### src/hdl/lsu_cfg_pkg.sv
// Widths, encodings and helper functions of the load-store unit.
// Imported by every block that works on access sizes, strobes or causes.
package lsu_cfg_pkg;

    localparam int XLEN   = 64;
    localparam int ADDR_W = 32;
    localparam int ID_W   = 8;
    localparam int STRB_W = 8;

    typedef enum logic [1:0] {SZ_BYTE, SZ_HALF, SZ_WORD, SZ_DOUBLE} acc_size_t;
    typedef enum logic {OP_LOAD, OP_STORE} mem_op_t;
    typedef enum logic [5:0] {EXC_NONE = 6'd0, EXC_LD_MISALIGN = 6'd4} exc_cause_t;
    typedef enum logic [2:0] {LQ_CHECK, LQ_WAIT, LQ_ACCESS, LQ_PENDING, LQ_DONE} lq_state_t;

    // byte lanes touched by an access inside its 8-byte word
    function automatic logic [STRB_W-1:0] size_strb(acc_size_t size, logic [2:0] off);
        logic [STRB_W-1:0] base;
        case (size)
            SZ_BYTE: base = 8'h01;
            SZ_HALF: base = 8'h03;
            SZ_WORD: base = 8'h0f;
            default: base = 8'hff;
        endcase
        return base << off;
    endfunction

    function automatic logic misaligned(acc_size_t size, logic [2:0] off);
        case (size)
            SZ_HALF:   return off[0];
            SZ_WORD:   return |off[1:0];
            SZ_DOUBLE: return |off;
            default:   return 1'b0;
        endcase
    endfunction

    // raw is already shifted down to the access offset
    function automatic logic [XLEN-1:0] extend_load(logic [XLEN-1:0] raw, acc_size_t size,
                                                    logic is_unsigned);
        case (size)
            SZ_BYTE: return is_unsigned ? {56'd0, raw[7:0]} : {{56{raw[7]}}, raw[7:0]};
            SZ_HALF: return is_unsigned ? {48'd0, raw[15:0]} : {{48{raw[15]}}, raw[15:0]};
            SZ_WORD: return is_unsigned ? {32'd0, raw[31:0]} : {{32{raw[31]}}, raw[31:0]};
            default: return raw;
        endcase
    endfunction

endpackage
### src/hdl/lsu_bus_pkg.sv
// Bundles exchanged between the load-store unit blocks and with the
// core and the data-cache port.
package lsu_bus_pkg;

    import lsu_cfg_pkg::*;

    typedef struct packed {
        logic              valid;
        mem_op_t           op;
        logic [ID_W-1:0]   id;
        logic [ADDR_W-1:0] addr;
        acc_size_t         size;
        logic              is_unsigned;
        logic [XLEN-1:0]   wdata;       // store data, low bytes
    } issue_req_t;

    typedef struct packed {
        logic              valid;
        logic              write;
        logic [ADDR_W-1:0] addr;        // 8-byte aligned
        logic [STRB_W-1:0] strb;
        logic [XLEN-1:0]   wdata;       // already placed on its byte lanes
        logic [ID_W-1:0]   tag;
    } mem_req_t;

    typedef struct packed {
        logic            valid;
        logic [ID_W-1:0] tag;
        logic [XLEN-1:0] rdata;         // whole aligned word
    } mem_resp_t;

    typedef struct packed {
        logic            valid;
        logic [ID_W-1:0] id;
        exc_cause_t      cause;
        logic [XLEN-1:0] data;
    } load_result_t;

    typedef struct packed {
        logic            covered;       // one older store supplies all bytes
        logic            blocked;       // partial overlap, load must wait
        logic [XLEN-1:0] data;
    } fwd_result_t;

endpackage

### src/hdl/cache_port_arbiter.sv
// Shares the one data-cache port between store drain and load reads.
// Drain has priority and a write is done in its grant cycle. The read
// response one cycle after a grant goes back to the load queue.
`timescale 1ns/1ps

module cache_port_arbiter
    import lsu_cfg_pkg::*;
    import lsu_bus_pkg::*;
(
    input  logic      clk,
    input  logic      rst,
    input  mem_req_t  drain_req,
    input  mem_req_t  read_req,
    output mem_req_t  mem_req,
    output logic      drain_done,
    output logic      read_grant,
    input  mem_resp_t mem_resp,
    output mem_resp_t ld_resp
);
    logic            rd_pend;                // read granted last cycle
    logic [ID_W-1:0] rd_tag;

    always_comb begin
        mem_req    = drain_req;
        drain_done = drain_req.valid;
        read_grant = 1'b0;
        if (!drain_req.valid) begin
            mem_req    = read_req;
            read_grant = read_req.valid;
        end
    end

    always_ff @(posedge clk) begin
        if (rst) begin
            rd_pend <= 1'b0;
        end else begin
            rd_pend <= read_grant;
        end
    end

    always_ff @(posedge clk) begin
        if (read_grant) begin
            rd_tag <= read_req.tag;
        end
    end

    always_comb begin
        ld_resp       = mem_resp;
        ld_resp.valid = mem_resp.valid && rd_pend && mem_resp.tag == rd_tag;
    end

endmodule

### config.mk
export PLATFORM = sky130hd
export DESIGN_NAME = cache_port_arbiter
export DESIGN_NICKNAME = d
export VERILOG_FILES = /design/src/hdl/lsu_cfg_pkg.sv /design/src/hdl/lsu_bus_pkg.sv /design/src/hdl/cache_port_arbiter.sv
export SDC_FILE = /design/constraint.sdc
export NUM_CORES = 1
export LEC_CHECK = 0
export BUFFER_PORTS_ARGS = -buffer_cell sky130_fd_sc_hd__buf_2
export CORE_AREA = 2 2 191 193
export DETAILED_ROUTE_END_ITERATION = 10
export DIE_AREA = 0 0 193 195
export PLACE_DENSITY = 0.3
export SKIP_LAST_GASP = 1
export SLEW_MARGIN = 15
export SYNTH_ARGS = -nofsm -noshare
export SYNTH_HDL_FRONTEND = slang
export SYNTH_SLANG_ARGS = --single-unit
### constraint.sdc
create_clock -name clk -period 1.37 [get_ports clk]
set_clock_uncertainty 0.1 [all_clocks]
set_input_delay 0.137 -clock clk [delete_from_list [all_inputs] [get_ports clk]]
set_output_delay 0.137 -clock clk [all_outputs]
set_load 0.1 [all_outputs]
# Word-level counts from Yosys, hierarchy flattened
# Cells that the tools add are included.
[totals]
register_bits = 9
input_bits = 303
output_inout_bits = 189
elab_cells = 7
[op_classes]
n_eq_ne = 1
mux = 2
reduce_logical = 2
[ops]
columns = ["operator", "count"]
rows = [
  ["two-way mux 114 bit", 1],
  ["equality test 8 bit", 1],
  ["logical AND 1 bit", 2],
  ["two-way mux 1 bit", 1],
]

# Depth between registers and ports, before layout
[depth]
word_depth = 2
mapped_depth = 4
depth_no_buf = 3

# Worst setup path after synthesis
# Ideal clock, no wire load.
[synth_timing]
path_kind = "reg-to-output"
startpoint = "register rd_tag[4]"
endpoint = "output port ld_resp[72] (netlist bit)"
arrival_time_ns = 2.688
required_time_ns = 1.133
slack_ns = -1.555
stages_incl_launch_ff = 4
n_path_buf = 0
cell_sequence = "edfxtp_1 xnor2_1 nand4_1 nor3_1"
[synth_rtl]
columns = ["item", "line", "rtl"]
rows = [
  ["start: declaration", "cache_port_arbiter.sv:21", "logic [ID_W-1:0] rd_tag;"],
  ["start signal: assignment", "cache_port_arbiter.sv:43", "rd_tag <= read_req.tag;"],
  ["end: declaration", "cache_port_arbiter.sv:18", "output mem_resp_t ld_resp"],
]

==> results by group <==
Status
  • Status: finished, violations left
  • Failing checks: negative setup slack

Floorplanning
  • I/O Pins: approximately 500
  • Starting Density: approximately 7%
  • Die area: 37600 sq um
  • Die X: just under 200 microns
  • Rows: approximately 70
  • DIE HEIGHT: just under 200 microns
  • Core Area: about 35000 sq um

Logic synthesis
  • Synth Area in Adders: 0%
  • Gate Count Post-Synth: about 220
  • Synth Area in XOR/XNOR: between 2 and 3%
  • Post-Syn Area per Cell: approximately 11 sq um
  • Ys async rst share: 0%
  • Number of synthesized flops with an enable pin: 8
  • Most numerous cell in the Yosys netlist: buf_4
  • Netlist cell types: 13
  • Cell taking the most area after synthesis: mux2_4
  • Mux contribution to synthesized area: between 50 and 60%
  • Yosys top cell area share: approximately 30%
  • Top cells by area, synth: mux2_4 (30%), mux2_2 (29%), buf_4 (22%), edfxtp_1 (9.7%), buf_6 (3.2%)
  • Synth Net Count: between 500 and 600
  • Sequential area share after synthesis: 10.5%
  • Largest family of logic cells by synthesized area: multiplexers
  • Simple-gate share of the synthesized area: approximately 1.6%
  • Compound-cell area share of the yosys netlist: 0%
  • Most common flop cell mapped by yosys: edfxtp_1
  • Post-synthesis register bit count: 9
  • Most frequent cells after synthesis: buf_4 (73), mux2_2 (64), mux2_4 (49), edfxtp_1 (8), xnor2_1 (8)
  • Synth warnings: 0
  • Post-Syn Area: 2480 sq um

Global routing
  • Vias in the first global route: between 2000 and 3000
  • All-Layer GR Usage: slightly below 7%
  • Largest net degree at the start of global routing: 12
  • Grt total ovfl: 0
  • First-pass GRT wire length: 19.0 mm
  • Initial antenna violation count: 1

Clock tree
  • CTS buffer count: 3
  • Clock-pin transition on the worst setup and hold timing paths: ~0.04 ns
  • CTS tree: done
  • CTS Root Cell: clkbuf_16
  • Clk sinks: 9
  • Clock tree buffer depth: 2
  • H-tree lvl count: 1

STA
  • Hold Slack: about 0.0075 ns
  • Final hold violation count: 0
  • Final Slew Violations: 0
  • Setup ws final: -0.213 ns
  • Slew of the pin with the lowest slew margin: ~0.5 ns
  • Fin crit share: 116%
  • Max Fclk: 632 MHz
  • Relative max-transition margin: about 67%
  • RSZ-0062 raised after global routing: yes
  • Final Critical Period: approximately 1.6 ns
  • Setup Viol. Count Final: 1

Layout
  • Fin area: about 5600 sq um
  • Fill cells: 3976
  • Area Growth Syn to Fin: 127%
  • Share of post-route cells with drive strength above 1: ~96%
  • Sequential Area: ~260 sq um
  • Layout Cells excl Fill: roughly 1000
  • Nets: 842
  • ANT cells: 0
  • Area of the multi-input gates: roughly 1600 sq um

Setup path
  • Critical Path End Type: output port
  • Worst-path cell chain: xnor2_1, nand3_2, nor3_4, buf_12
  • CP startpoint kind: flip-flop
  • CP top delay family: flip-flops
  • CP max stage delay: 0.37 ns
  • Worst path required time: 1.13 ns
  • Critical path type: flip-flop to output port
  • Crit path arrival time: around 1.4 ns
  • Slowest CP cell: edfxtp_1
  • CP Max Fanout: 1
  • Crit. Startpoint: rd_tag[3]
  • Worst path bufs/invs: 1

Power and ir drop
  • Power Density: 834 nW/um^2
  • Max IR drop VDD: roughly 0.41 mV
  • Pwr Total: between 4 and 5 mW
  • Leak: between 2 and 3 nW

Detailed routing
  • Metal2 WL: 7.57 mm
  • Vias per cell: a little under 3
  • Number of DRC markers in iteration 0: 44
  • DR pass1 iterations: 4
  • Wire length per cell: 14.5 microns
  • Routed Antenna Nets: 0
  • Met1 Routed Length: approximately 5.5 mm
  • Vias: 2912
  • Total Wirelength: between 10 and 15 mm
  • Met3 WL post-DR: approximately 1.3 mm
  • Top Metal Used: met4
  • Drt drc: 0

Place
  • Placed cell area: between 5000 and 6000 sq um
  • Placed wire-length estimate: approximately 13 mm
  • IO Port Bufs: 363
  • Final GP Congestion: roughly 0.75
  • Dpl cells: between 900 and 1000

Flow run
  • Max-cap violations: 0

Min path
  • Worst min path class: input port to flip-flop
  • Hold Crit Start: read_req[3]
  • Worst Hold Depth: 1
  • Hold EP: rd_tag[3]
-- repair_timing --
action	CTS	global route
resized for setup	35	25
setup buffers	0	0
endpoints found under the hold margin	2	0
gates cloned	2	0
hold buffers	2	0
pin swaps	0	0
setup endpoints to repair	106	31
-- per-layer routing --
layer | vias up | global-route usage, %
li1 | 1342 | -
met1 | 1316 | 7.92
met2 | 238 | 13.0
met3 | 16 | 1.60
met4 | 0 | 1.15
met5 | - | 0
-- power by group --
group          switching (mW)  internal, mW  leakage, nW
clock network           0.119         0.388       0.0382
registers             0.00822         0.320       0.0833
logic                    2.58          1.29         2.68
-- cells by family (layout without fill, tap and decap cells) --
family	Yosys count	after routing
buffers and inverters	86	401
DFF	9	9
and+or+nand+nor	7	7
muxes	113	113
xor gates and xnor gates	8	8
-- flip-flops by register name, summed over array words and instances, names as in the netlist --
signal / cells
rd_pend: 1
rd_tag: 8
-- per-stage QoR --
stage	util [%]	worst slack, ns	setup TNS [ns]
global route	15.9	-0.329	-0.331
finish	15.9	-0.213	-0.213
CTS	15.8	-0.254	-0.256
floorplan	-	-0.309	-1.13
global placement	15.1	-0.0901	-6.57
detailed placement	15.1	-0.105	-7.89
-- layout make-up --
| type | count | area share [%] |
|---|---|---|
| repair buffers | 397 | 55.5 |
| flip-flops and latches | 9 | 4.61 |
| multi-input cells | 128 | 28.3 |
| well taps | 461 | 10.2 |
| clock buffers | 4 | 1.40 |
-- placed cells by master (no fill, tap or decap) --
cell type / synthesis / layout
dlygate4sd3_1: 0 / 2
clkbuf_4: 0 / 9
clkbuf_1: 0 / 1
nor2b_1: 2 / 1
dfxtp_1: 1 / 1
nor3_4: 0 / 1
mux2_2: 64 / 64
nand4_1: 1 / 1
nor2b_4: 0 / 1
buf_4: 73 / 54
buf_2: 6 / 266
buf_16: 0 / 2
or2_2: 0 / 1
bufbuf_16: 0 / 1
mux2_4: 49 / 49
nand3_2: 0 / 1
buf_12: 0 / 58
buf_6: 7 / 5
nand3_1: 2 / 1
edfxtp_1: 8 / 8
clkbuf_16: 0 / 3
xnor2_2: 0 / 1
xnor2_1: 8 / 7
-- worst max-delay path by stage --
stage / endpoint / depth (start not counted)
5_1_grt: ld_resp[72] / 4
4_1_cts: ld_resp[72] / 4
3_3_place_gp: mem_req[111] / 4
2_1_floorplan: ld_resp[72] / 3
3_5_place_dp: mem_req[70] / 5
6_report: ld_resp[72] / 4
Power figures use the tool's default switching activity.
