<file path="src/hdl/lsu_cfg_pkg.sv">
// Widths, encodings and helper functions of the load-store unit.
// Imported by every block that works on access sizes, strobes or causes.
package lsu_cfg_pkg;

    localparam int XLEN   = 64;
    localparam int ADDR_W = 32;
    localparam int ID_W   = 8;
    localparam int STRB_W = 8;

    typedef enum logic [1:0] {SZ_BYTE, SZ_HALF, SZ_WORD, SZ_DOUBLE} acc_size_t;
    typedef enum logic {OP_LOAD, OP_STORE} mem_op_t;
    typedef enum logic [5:0] {EXC_NONE = 6'd0, EXC_LD_MISALIGN = 6'd4} exc_cause_t;
    typedef enum logic [2:0] {LQ_CHECK, LQ_WAIT, LQ_ACCESS, LQ_PENDING, LQ_DONE} lq_state_t;

    // byte lanes touched by an access inside its 8-byte word
    function automatic logic [STRB_W-1:0] size_strb(acc_size_t size, logic [2:0] off);
        logic [STRB_W-1:0] base;
        case (size)
            SZ_BYTE: base = 8'h01;
            SZ_HALF: base = 8'h03;
            SZ_WORD: base = 8'h0f;
            default: base = 8'hff;
        endcase
        return base << off;
    endfunction

    function automatic logic misaligned(acc_size_t size, logic [2:0] off);
        case (size)
            SZ_HALF:   return off[0];
            SZ_WORD:   return |off[1:0];
            SZ_DOUBLE: return |off;
            default:   return 1'b0;
        endcase
    endfunction

    // raw is already shifted down to the access offset
    function automatic logic [XLEN-1:0] extend_load(logic [XLEN-1:0] raw, acc_size_t size,
                                                    logic is_unsigned);
        case (size)
            SZ_BYTE: return is_unsigned ? {56'd0, raw[7:0]} : {{56{raw[7]}}, raw[7:0]};
            SZ_HALF: return is_unsigned ? {48'd0, raw[15:0]} : {{48{raw[15]}}, raw[15:0]};
            SZ_WORD: return is_unsigned ? {32'd0, raw[31:0]} : {{32{raw[31]}}, raw[31:0]};
            default: return raw;
        endcase
    endfunction

endpackage
</file>
<file path="src/hdl/lsu_bus_pkg.sv">
// Bundles exchanged between the load-store unit blocks and with the
// core and the data-cache port.
package lsu_bus_pkg;

    import lsu_cfg_pkg::*;

    typedef struct packed {
        logic              valid;
        mem_op_t           op;
        logic [ID_W-1:0]   id;
        logic [ADDR_W-1:0] addr;
        acc_size_t         size;
        logic              is_unsigned;
        logic [XLEN-1:0]   wdata;       // store data, low bytes
    } issue_req_t;

    typedef struct packed {
        logic              valid;
        logic              write;
        logic [ADDR_W-1:0] addr;        // 8-byte aligned
        logic [STRB_W-1:0] strb;
        logic [XLEN-1:0]   wdata;       // already placed on its byte lanes
        logic [ID_W-1:0]   tag;
    } mem_req_t;

    typedef struct packed {
        logic            valid;
        logic [ID_W-1:0] tag;
        logic [XLEN-1:0] rdata;         // whole aligned word
    } mem_resp_t;

    typedef struct packed {
        logic            valid;
        logic [ID_W-1:0] id;
        exc_cause_t      cause;
        logic [XLEN-1:0] data;
    } load_result_t;

    typedef struct packed {
        logic            covered;       // one older store supplies all bytes
        logic            blocked;       // partial overlap, load must wait
        logic [XLEN-1:0] data;
    } fwd_result_t;

endpackage

</file>
<file path="src/hdl/store_queue.sv">
// In-order store buffer. Stores wait here until the core commits them,
// then drain one per grant to the cache port. Entries between head and
// tail are visible to younger loads for forwarding. Flush drops every
// store that is not committed yet.
`timescale 1ns/1ps

module store_queue
    import lsu_cfg_pkg::*;
    import lsu_bus_pkg::*;
#(
    parameter int SQ_DEPTH = 8
) (
    input  logic                            clk,
    input  logic                            rst,
    input  logic                            flush,
    input  logic                            store_commit,
    input  issue_req_t                      st_issue,
    output logic                            full,
    output logic [$clog2(SQ_DEPTH):0]       sq_head,
    output logic [$clog2(SQ_DEPTH):0]       sq_tail,
    output logic [SQ_DEPTH-1:0]             sq_valid,
    output logic [SQ_DEPTH-1:0][ADDR_W-1:0] sq_addr,
    output logic [SQ_DEPTH-1:0][STRB_W-1:0] sq_strb,
    output logic [SQ_DEPTH-1:0][XLEN-1:0]   sq_data,
    output mem_req_t                        drain_req,
    input  logic                            drain_done
);
    localparam int PW = $clog2(SQ_DEPTH);

    logic [PW:0]   head;                     // oldest entry
    logic [PW:0]   cmt;                      // first uncommitted entry
    logic [PW:0]   tail;
    logic [PW:0]   cmt_next;
    logic [PW:0]   count;
    logic [PW-1:0] rel;
    logic [PW-1:0] wr_idx;
    logic [PW-1:0] hd_idx;

    assign count   = tail - head;
    assign full    = count == (PW + 1)'(SQ_DEPTH);
    assign wr_idx  = tail[PW-1:0];
    assign hd_idx  = head[PW-1:0];
    assign sq_head = head;
    assign sq_tail = tail;

    // commit never passes the tail
    assign cmt_next = (store_commit && cmt != tail) ? cmt + 1'b1 : cmt;

    always_comb begin
        for (int i = 0; i < SQ_DEPTH; i++) begin
            rel         = PW'(i) - hd_idx;
            sq_valid[i] = {1'b0, rel} < count;
        end
    end

    always_ff @(posedge clk) begin
        if (rst) begin
            head <= '0;
            cmt  <= '0;
            tail <= '0;
        end else begin
            if (drain_done) begin
                head <= head + 1'b1;
            end
            cmt <= cmt_next;
            if (flush) begin
                tail <= cmt_next;            // drop uncommitted stores
            end else if (st_issue.valid && !full) begin
                tail <= tail + 1'b1;
            end
        end
    end

    always_ff @(posedge clk) begin
        if (st_issue.valid && !full && !flush) begin
            sq_addr[wr_idx] <= st_issue.addr;
            sq_strb[wr_idx] <= size_strb(st_issue.size, st_issue.addr[2:0]);
            sq_data[wr_idx] <= st_issue.wdata << {st_issue.addr[2:0], 3'b000};
        end
    end

    // head is offered once committed
    always_comb begin
        drain_req       = '0;
        drain_req.valid = head != cmt;
        drain_req.write = 1'b1;
        drain_req.addr  = {sq_addr[hd_idx][ADDR_W-1:3], 3'b000};
        drain_req.strb  = sq_strb[hd_idx];
        drain_req.wdata = sq_data[hd_idx];
    end

endmodule

</file>
<file path="config.mk">
export PLATFORM = sky130hd
export DESIGN_NAME = store_queue
export DESIGN_NICKNAME = d
export VERILOG_FILES = /design/src/hdl/lsu_cfg_pkg.sv /design/src/hdl/lsu_bus_pkg.sv /design/src/hdl/store_queue.sv
export SDC_FILE = /design/constraint.sdc
export NUM_CORES = 1
export LEC_CHECK = 0
export BUFFER_PORTS_ARGS = -buffer_cell sky130_fd_sc_hd__buf_2
export CELL_PAD_IN_SITES_DETAIL_PLACEMENT = 1
export CELL_PAD_IN_SITES_GLOBAL_PLACEMENT = 1
export CORE_AREA = 2 2 418 420
export DETAILED_ROUTE_END_ITERATION = 16
export DIE_AREA = 0 0 420 422
export PLACE_DENSITY_LB_ADDON = 0.05
export SETUP_SLACK_MARGIN = 0.3
export SYNTH_ARGS = -nofsm -noshare
export SYNTH_HDL_FRONTEND = slang
export SYNTH_SLANG_ARGS = --single-unit
export TNS_END_PERCENT = 50
</file>
<file path="constraint.sdc">
create_clock -name clk -period 10.15 [get_ports clk]
set_input_delay 3.045 -clock clk [delete_from_list [all_inputs] [get_ports clk]]
set_output_delay 3.045 -clock clk [all_outputs]
set_load 0.05 [all_outputs]
</file>
### Yosys cells after proc, flatten, opt, wreduce, memory -nomap -nowiden

Index checks and enable logic that the tools add are counted.

* add/subtract/negate cells: 12
* eq/ne operators: 5
* muxes and demuxes: 20
* reduce and logical (&&, ||, !) cells: 8
* shifts and indexed selects: 2
* magnitude comparators: 11

Operator list (number)
* $bwmux 512: 1
* $bwmux 256: 1
* $bmux 64 s3: 1
* $demux 64 s3: 1
* $mux 64: 2
* $bmux 32 s3: 1
* $demux 32 s3: 1
* $bwmux 64: 1
* $mux 32: 2
* $shl 64x6->64: 1
* $lt 3x4->1: 8
* $bmux 8 s3: 1
* $demux 8 s3: 1
* $mux 8: 3
* $pmux 8 s3: 1
* $add 4x1->4 const B: 3
* $mux 4: 3
* $sub 3x3->3 const A: 4
* $lt 3x4->1 const B: 2
* $ne 4x4->1: 2
* $shl 8x3->8: 1
* $sub 1x3->3 const A: 2
* $sub 2x3->3 const A: 2
* $eq 4x4->1 const B: 1
* 8 further kinds: 12

* register bits: 844
* output and inout bits: 963
* bits of input ports: 114
* word-level logic and storage cells: 85

### Logic depth before layout (Yosys ltp)

Gate-level depths: netlist of run 1.

* depth in word-level cells: 8
* mapped depth: 11
* gate-level depth less buffers: 8

### Worst setup path before layout of run 1

No wires, ideal clock.

* kind: input to register
* start: input port flush
* end: register sq_addr[0] (netlist bit), enable pin
* arrival time: 9.308 ns
* buffers on the path: 2
* setup time: 0.624 ns
* cell stages on the path: 4
* data required time: 9.526 ns
* setup slack: 0.218 ns
* cell sequence: clkbuf_1 or3_1 buf_6 nor4_2

* cells in the longest elaborated chain, start to end: 2

RTL lines
* start: declaration: RTL line store_queue.sv:15 `input logic flush,`
* $logic_not 1->1: RTL line store_queue.sv:75 `if (st_issue.valid && !full && !flush) begin`
* $logic_and 1x1->1: RTL line store_queue.sv:75
* end signal: indexed assignment: RTL line store_queue.sv:76 `sq_addr[wr_idx] <= st_issue.addr;`
* end: declaration: RTL line store_queue.sv:22 `output logic [SQ_DEPTH-1:0][ADDR_W-1:0] sq_addr,`

No other way between the ends.
A chain may end at the register's enable or synchronous reset.

### Worst setup path after layout of run 1

* start: register tail[0] (netlist: sq_tail[0])
* end: output port sq_valid[7]

* cells in the longest elaborated chain, start to end: 2

RTL lines
* start: declaration: RTL line store_queue.sv:32 `logic [PW:0] tail;`
* start signal: assignment: RTL line store_queue.sv:67 `tail <= cmt_next;`
* start signal: assignment: RTL line store_queue.sv:69 `tail <= tail + 1'b1;`
* $sub 4x4->4: RTL line store_queue.sv:39 `assign count = tail - head;`
* $lt 3x4->1: RTL line store_queue.sv:52 `sq_valid[i] = {1'b0, rel} < count;`
* end: declaration: RTL line store_queue.sv:21 `output logic [SQ_DEPTH-1:0] sq_valid,`

No other way between the ends.

==> results of run 1 <==
-- kinds of logic (layout without fill, tap and decap cells) --
kind of cell    count (synthesis)  count (layout)  share of synthesized area
fa+ha+maj                      22              22                    0.00851
compound gates                101             101                     0.0170
simple gates                  461             461                     0.0566
xor+xnor                       19              19                    0.00488
mux                           274             274                      0.155
flops                         844             844                      0.739
other cells                     2              26                   0.000220
buf+inv                       129            1315                     0.0183
-- critical path: stages (launching register included) --
cell     delay [ns]
dfxtp_1        0.82
inv_1          0.42
ha_1           0.36
fa_1           0.45
xor2_1         0.75
ha_1           0.37
nor2b_1        0.12
o21ai_0        0.17
buf_2          0.33
-- registers in the layout (all words and copies together), names as in the netlist --
name     cells
sq_data    512
sq_addr    256
sq_strb     64
cmt          4
sq_head      4
sq_tail      4
-- cell usage in the layout, fill, tap and decap left out, types with 17 or more instances in the layout --
cell type	n
buf_4	51
o21ai_0	30
clkbuf_1	29
nor2_1	61
clkbuf_16	106
buf_2	1051
clkinv_2	17
mux2i_1	48
edfxtp_1	832
clkinv_1	26
a21oi_1	35
ha_1	20
mux2_2	24
nand2_1	335
mux4_2	202
-- power breakdown --
group / switching, W / leakage [nW] / internal [W]
combinational: 0.00134 / 7.60 / 0.000444
clock: 0.00151 / 1.62 / 0.00214
sequential: 0.0000826 / 7.69 / 0.00398
total: 0.00294 / 16.9 / 0.00656
-- layer usage --
metal / part of all wire / up-vias / GRT usage
met2: 0.54 / 830 / 0.351
met5: 0.00092 / - / 0
met3: 0.076 / 251 / 0.0609
met4: 0.026 / 26 / 0.0441
li1: - / 9485 / -
met1: 0.36 / 11900 / 0.201
-- final timing paths --
kind	slack, ns	startpoint	depth (start not counted)	end
worst max register to register	4.50	sq_tail[0]	10	sq_data[452]
worst min register to register	0.60	cmt[1]	2	cmt[1]
worst min-delay path	0.60	cmt[1]	2	cmt[1]
worst max-delay path	2.59	sq_tail[0]	8	sq_valid[7]
-- area by class of cell --
| cell class | count | area share |
|---|---|---|
| repair buffers | 1107 | 0.125 |
| clock inverters | 61 | 0.0122 |
| well taps | 2325 | 0.0637 |
| clock buffers | 135 | 0.0605 |
| flip-flops and latches | 844 | 0.553 |
| inverters | 12 | 0.00110 |
| diodes | 14 | 0.000767 |
| multi-input cells | 889 | 0.184 |
-- through the flow --
stage	setup slack (ns)	total power [W]	area, um^2
after floorplan	0.218	0.00535	34200
after global placement	3.26	0.00596	42300
after detailed placement	3.20	0.00597	42300
after CTS	2.37	0.00968	45600
after global routing	2.18	0.00986	45700
final	2.59	0.00950	45700
==> results by group, run 1 <==
Yosys
  • FFs w/ async S/R, synth: 0
  • Top cells by count, synth: edfxtp_1 (832), nand2_1 (335), mux4_2 (202)
  • Post-synth top flop: edfxtp_1
  • Synth cell types: 46
  • Area leader, netlist: edfxtp_1
  • Cells taking the most area after synthesis: edfxtp_1 (73%), mux4_2 (13%), nand2_1 (3.7%), mux2i_1 (1.4%), mux2_2 (0.79%)
  • Avg Inst Size Synth: 18.4 um^2
  • Yosys top cell area share: 0.732
  • Seq/Total Area, Yosys: 0.739
  • Number of flops mapped to enable cells by yosys: approximately 830
  • Ys Warns: 0
  • Mapped Cells: 1852
  • Top-count cell post-synth: edfxtp_1
  • Mapped Area: roughly 34000 um^2
  • Synth Register Bits: ~840

Floorplan
  • # IOs: between 1k and 1.5k
  • Core box area: approximately 170000 um^2
  • Row Count: 153
  • Die height: about 420 um
  • Starting density of the core: 0.197
  • Die Area: approximately 180000 um^2
  • Die width: ~420 um

Worst setup path
  • CP Class: flop to primary output
  • Req. time, crit path: ~7 ns
  • Critical path launch point type: flop
  • CP Capture Type: primary output
  • Highest net fanout along the worst path: 11
  • Crit path DAT: ~4.5 ns

Clock network
  • Worst skew pair latency: ~0.72 ns
  • Post CTS Setup Buffer Count: 0
  • Worst-path clk slew: about 0.05 ns
  • Post_cts resized: 0
  • Htree depth: 3
  • CTS root buf: clkbuf_16
  • CTS max path bufs: 3
  • TritonCTS clock tree: yes
  • CTS Buf Count: approximately 100
  • Hold-fix buffers, CTS: 0
  • Clk sinks: 844

Power and ir drop
  • PD cells: between 200 and 250 nW/um^2
  • Max VDD drop: 0.119 mV
  • P_leak: around 17 nW

Min path
  • Hold WC Path Type: flop to flop

Routing
  • DR WL/cell: about 32 um
  • DR vias: roughly 23k
  • Vias per std cell: 4.18
  • Iter 0 DRT Violations: between 1k and 1.5k
  • Routed Antenna Nets: 0
  • Drt total wl: between 150 and 200 mm
  • 1st-pass router iterations: 5
  • DRC errors left: 0

Timing
  • Final Critical Period: roughly 7.6 ns
  • Final Max Tran Viols: 0
  • Relative slew margins: 0.159
  • Final setup vio count: 0
  • Hold Slack: roughly 0.60 ns
  • Worst slew pin tran: between 1 and 1.5 ns
  • Setup TNS: 0 ns
  • Fmax: between 100 and 150 MHz
  • Final Skew: 0.0210 ns
  • Hold Fails Final Rpt: 0
  • RSZ-0062 raised after global routing: false
  • Period utilisation layout: 0.745

Outcome
  • Status: finished clean

GRT
  • First-pass GRT wire length: ~230 mm
  • Total grt overflow: 0
  • Initial antenna violation count: between 60 and 70
  • Vias in the first global route: 24.2k
  • Global Route Usage Sum: 0.187
  • Largest net degree at the start of global routing: 88

Layout
  • Non-Filler Instances: around 5.4k
  • Area delta synth->final: 33.8%
  • Fillers: 18.5k
  • Share of layout cells above drive strength 1: 0.491
  • Final Util: 0.264
  • Layout Nets: 3094
  • Register area: between 20000 and 30000 um^2
  • Multi-input logic area: between 8000 and 9000 um^2

Placed design
  • HPWL Detailed: around 120 mm
  • Port Buf Inserts: approximately 1.1k
  • Gpl congestion: a little under 0.8
  • Placed Cells: between 5k and 6k

Flow run
  • Max-cap viol count: 0
Power figures use the tool's default switching activity.
==> run 2: changes to the inputs <==
- ABC_AREA: unset -> 1
- CORE_AREA: 2 2 418 420 -> 2 2 422 424
- DIE_AREA: 0 0 420 422 -> 0 0 424 426
- clock period: 10.15 -> 6.45 ns (I/O delays scaled with it)
==> run 2 against run 1 <==
- synthesized cell count up 55%
- combinational power up 93%
- first-iteration DRC count up 5.8%
- largest power group unchanged
- non-clock buffer count up 39
- register-to-register slack worse by 2.3 ns
==> results by group, run 2 <==
Timing
  • Period utilisation layout: 0.859
  • Final setup vio count: 0 (unchanged)
  • Hold Fails Final Rpt: 0 (unchanged)
  • Relative slew margins: 0.179 (+0.0197)
  • RSZ-0062 raised after global routing: false
  • Hold Slack: 0.539 ns (-0.0611 ns)
  • Setup TNS: 0 ns (unchanged)
  • Final Skew: 0.0263 ns (+0.00522 ns)
  • Worst slew pin tran: 1.23 ns (-0.0193 ns)
  • Final Critical Period: about 5.5 ns
  • Fmax: approximately 180 MHz
  • Final Max Tran Viols: 0 (unchanged)

Worst setup path
  • R2R setup slack: 2.23 ns (-2.27 ns)
  • CP Class: flop to primary output
  • Critical Path Slowest Stage Cell: dfxtp_1
  • CP Capture Type: primary output
  • Highest net fanout along the worst path: 9 (-2)
  • Most frequent cell on the critical path: inv_1
  • Worst path max stage delay: 0.54 ns (-0.28 ns)
  • FF-to-FF Start: sq_head[2]
  • R2R cell count: 10 (unchanged)
  • Crit path DAT: 3.61 ns (-0.91 ns)
  • Worst R2R End: sq_addr[172]
  • Critical path launch point type: flop
  • CP Cell Sequence: inv_1 -> ha_1 -> fa_1 -> xnor2_1 -> inv_1 -> ha_1 -> inv_1 -> nor2_1 -> o21ai_0 -> buf_2
  • Req. time, crit path: 4.51 ns (-2.60 ns)

Yosys
  • Avg Inst Size Synth: 12.2 um^2 (-34%)
  • Area leader, netlist: edfxtp_1
  • Synth cell types: 31 (-33%)
  • Ys Warns: 0 (unchanged)
  • Post-synth top flop: edfxtp_1
  • Mapped Area: 34800 um^2 (+2.1%)
  • FFs w/ async S/R, synth: 0 (unchanged)
  • Number of flops mapped to enable cells by yosys: 832 (unchanged)
  • Synth Register Bits: 844 (unchanged)
  • Mapped Cells: 2866 (+55%)
  • Cells taking the most area after synthesis: edfxtp_1 (72%), nor2_1 (8.3%), o21ai_0 (4.8%), o21ai_1 (2.0%), o22ai_1 (2.0%)
  • Top cells by count, synth: edfxtp_1 (832), nor2_1 (774), o21ai_0 (335)
  • Top-count cell post-synth: edfxtp_1
  • Seq/Total Area, Yosys: 0.724 (-0.0152)
  • Yosys top cell area share: 0.717 (-0.0151)

Routing
  • Routed Antenna Nets: 0 (unchanged)
  • Drt total wl: 190 mm (+12%)
  • Vias per std cell: 4.36 (+4.3%)
  • DR vias: 27.9k (+24%)
  • DR WL/cell: 29.8 um (-6.0%)
  • DRC errors left: 0 (unchanged)
  • Iter 0 DRT Violations: 1329 (+5.8%)
  • 1st-pass router iterations: 5 (unchanged)

Layout
  • Layout Nets: 4070 (+32%)
  • Top flop regs: sq_data x512, sq_addr x256, sq_strb x64
  • Commonest non-fill, non-tap cell in the layout: buf_2
  • Area delta synth->final: 33.5%
  • Share of layout cells above drive strength 1: 0.326 (-0.165)
  • Number of flip-flops under the largest register name: 512 (unchanged)
  • Final Util: 0.265 (+0.000536)
  • Top reg by flops: sq_data
  • Multi-input logic area: 8370 um^2 (-0.25%)
  • Register area: 25200 um^2 (about the same)
  • Commonest non-fill, non-tap cells in the layout: buf_2 (1053), edfxtp_1 (832), nor2_1 (766)
  • Fillers: 19.8k (+6.9%)

GRT
  • Total grt overflow: 0 (unchanged)
  • Initial antenna violation count: 67 (-1.5%)
  • First-pass GRT wire length: 253 mm (+12%)
  • Vias in the first global route: 28.4k (+18%)
  • Largest net degree at the start of global routing: 127 (+44%)
  • Global Route Usage Sum: 0.202 (+0.0149)

Clock network
  • Hold-fix buffers, CTS: 0 (unchanged)
  • Worst-path clk slew: 0.06 ns (about the same)
  • Post_cts resized: 0 (unchanged)
  • CTS max path bufs: 3 (unchanged)
  • Worst skew pair latency: 0.76 ns (+0.04 ns)
  • Htree depth: 3 (unchanged)
  • Post CTS Setup Buffer Count: 0 (unchanged)
  • CTS Buf Count: 109 (+4.8%)
  • CTS root buf: clkbuf_16
  • TritonCTS clock tree: yes
  • Clk sinks: 844 (unchanged)

Min path
  • WHS Path Cells: 2 (unchanged)
  • Hold WC Path Type: flop to flop
  • Min-delay src: sq_head[3]
  • WHS Endpoint: sq_head[3]

Power and ir drop
  • P_leak: 17.5 nW (+3.8%)
  • Max VDD drop: 0.204 mV (+71%)
  • PD cells: 339 nW/um^2 (+63%)

Outcome
  • Status: finished clean

Placed design
  • Port Buf Inserts: 1054 (unchanged)
  • HPWL Detailed: 136 mm (+12%)
  • Gpl congestion: 0.772 (-0.48%)

Floorplan
  • Starting density of the core: 0.198 (+0.000869)
  • Die Area: 181000 um^2 (+1.9%)
  • # IOs: 1077 (unchanged)
  • Core box area: 176000 um^2 (+1.7%)
  • Row Count: 154 (+0.65%)
  • Die width: 424 um (+0.95%)
  • Die height: 426 um (+0.95%)

Flow run
  • Max-cap viol count: 0 (unchanged)
==> run 2: changes by cell type in the layout (fill, tap and decap cells not counted), moves of 44 or more <==
cell     delta
nand3_1    +44
nor2_1    +705
mux4_2    -202
o21ai_0   +301
o22ai_1   +102
inv_1      +45
nand2_1   -176
o21ai_1   +137
a31oi_1   +101
==> run 2: worst max-delay path by stage <==
stage                     depth (start not counted)            to    startpoint
after floorplan                                  11  sq_addr[100]    sq_head[2]
after global placement                            6  sq_data[382]  st_issue[67]
after detailed placement                          5  sq_data[318]  st_issue[67]
after CTS                                        10   sq_valid[6]    sq_tail[0]
after global routing                             10   sq_valid[0]    sq_tail[0]
final                                            10   sq_valid[6]    sq_tail[0]
==> run 2: layout make-up <==
type | instances | area share
diodes | 26 | 0.00140
clock buffers | 135 | 0.0607
clock inverters | 64 | 0.0116
inverters | 62 | 0.00549
multi-input cells | 1771 | 0.180
flip-flops and latches | 844 | 0.542
well taps | 2340 | 0.0629
repair buffers | 1146 | 0.136
==> run 2: cells by family after synthesis <==
logic type,synth area share
buffers and inverters,0.0389
adders and majority gates,0.00833
other,0.000216
muxes,0.00632
DFF,0.724
xor gates and xnor gates,0.00251
and+or+nand+nor,0.110
AOI/OAI and AO/OA,0.110
==> run 2: routing by layer <==
layer	wire (um)	track usage
met4	7000	0.0844
met5	64	0
met3	11800	0.0579
met2	98100	0.359
met1	73100	0.226
==> run 2: power by group <==
part           internal (W)  total, W  leakage (nW)  switching (W)
logic              0.000680   0.00344          8.21        0.00276
clock network       0.00337   0.00588          1.65        0.00251
registers           0.00635   0.00647          7.69       0.000124
total                0.0104    0.0158          17.5        0.00539
==> run 2: stage by stage <==
step                power (W)  setup WS [ns]  std cells  cell area [um^2]
finish                 0.0158          0.908       6388             46500
global route           0.0164          0.578       6387             46500
CTS                    0.0161          0.735       6362             46500
detailed placement     0.0101           1.36       6163             43100
global placement       0.0101           1.43       6163             43100
floorplan             0.00891         -0.941       2876             34900
==> run 2: worst max-delay path, delay by kind of cell, from the launching register on <==
family                   cells  cell delay, ns
AND/OR/NAND/NOR              1            0.03
adder cells (fa/ha/maj)      3            1.05
buffers and inverters        4            0.73
flip-flops                   1            0.54
XOR/XNOR                     1            0.22
AO/OA/AOI/OAI                1            0.29
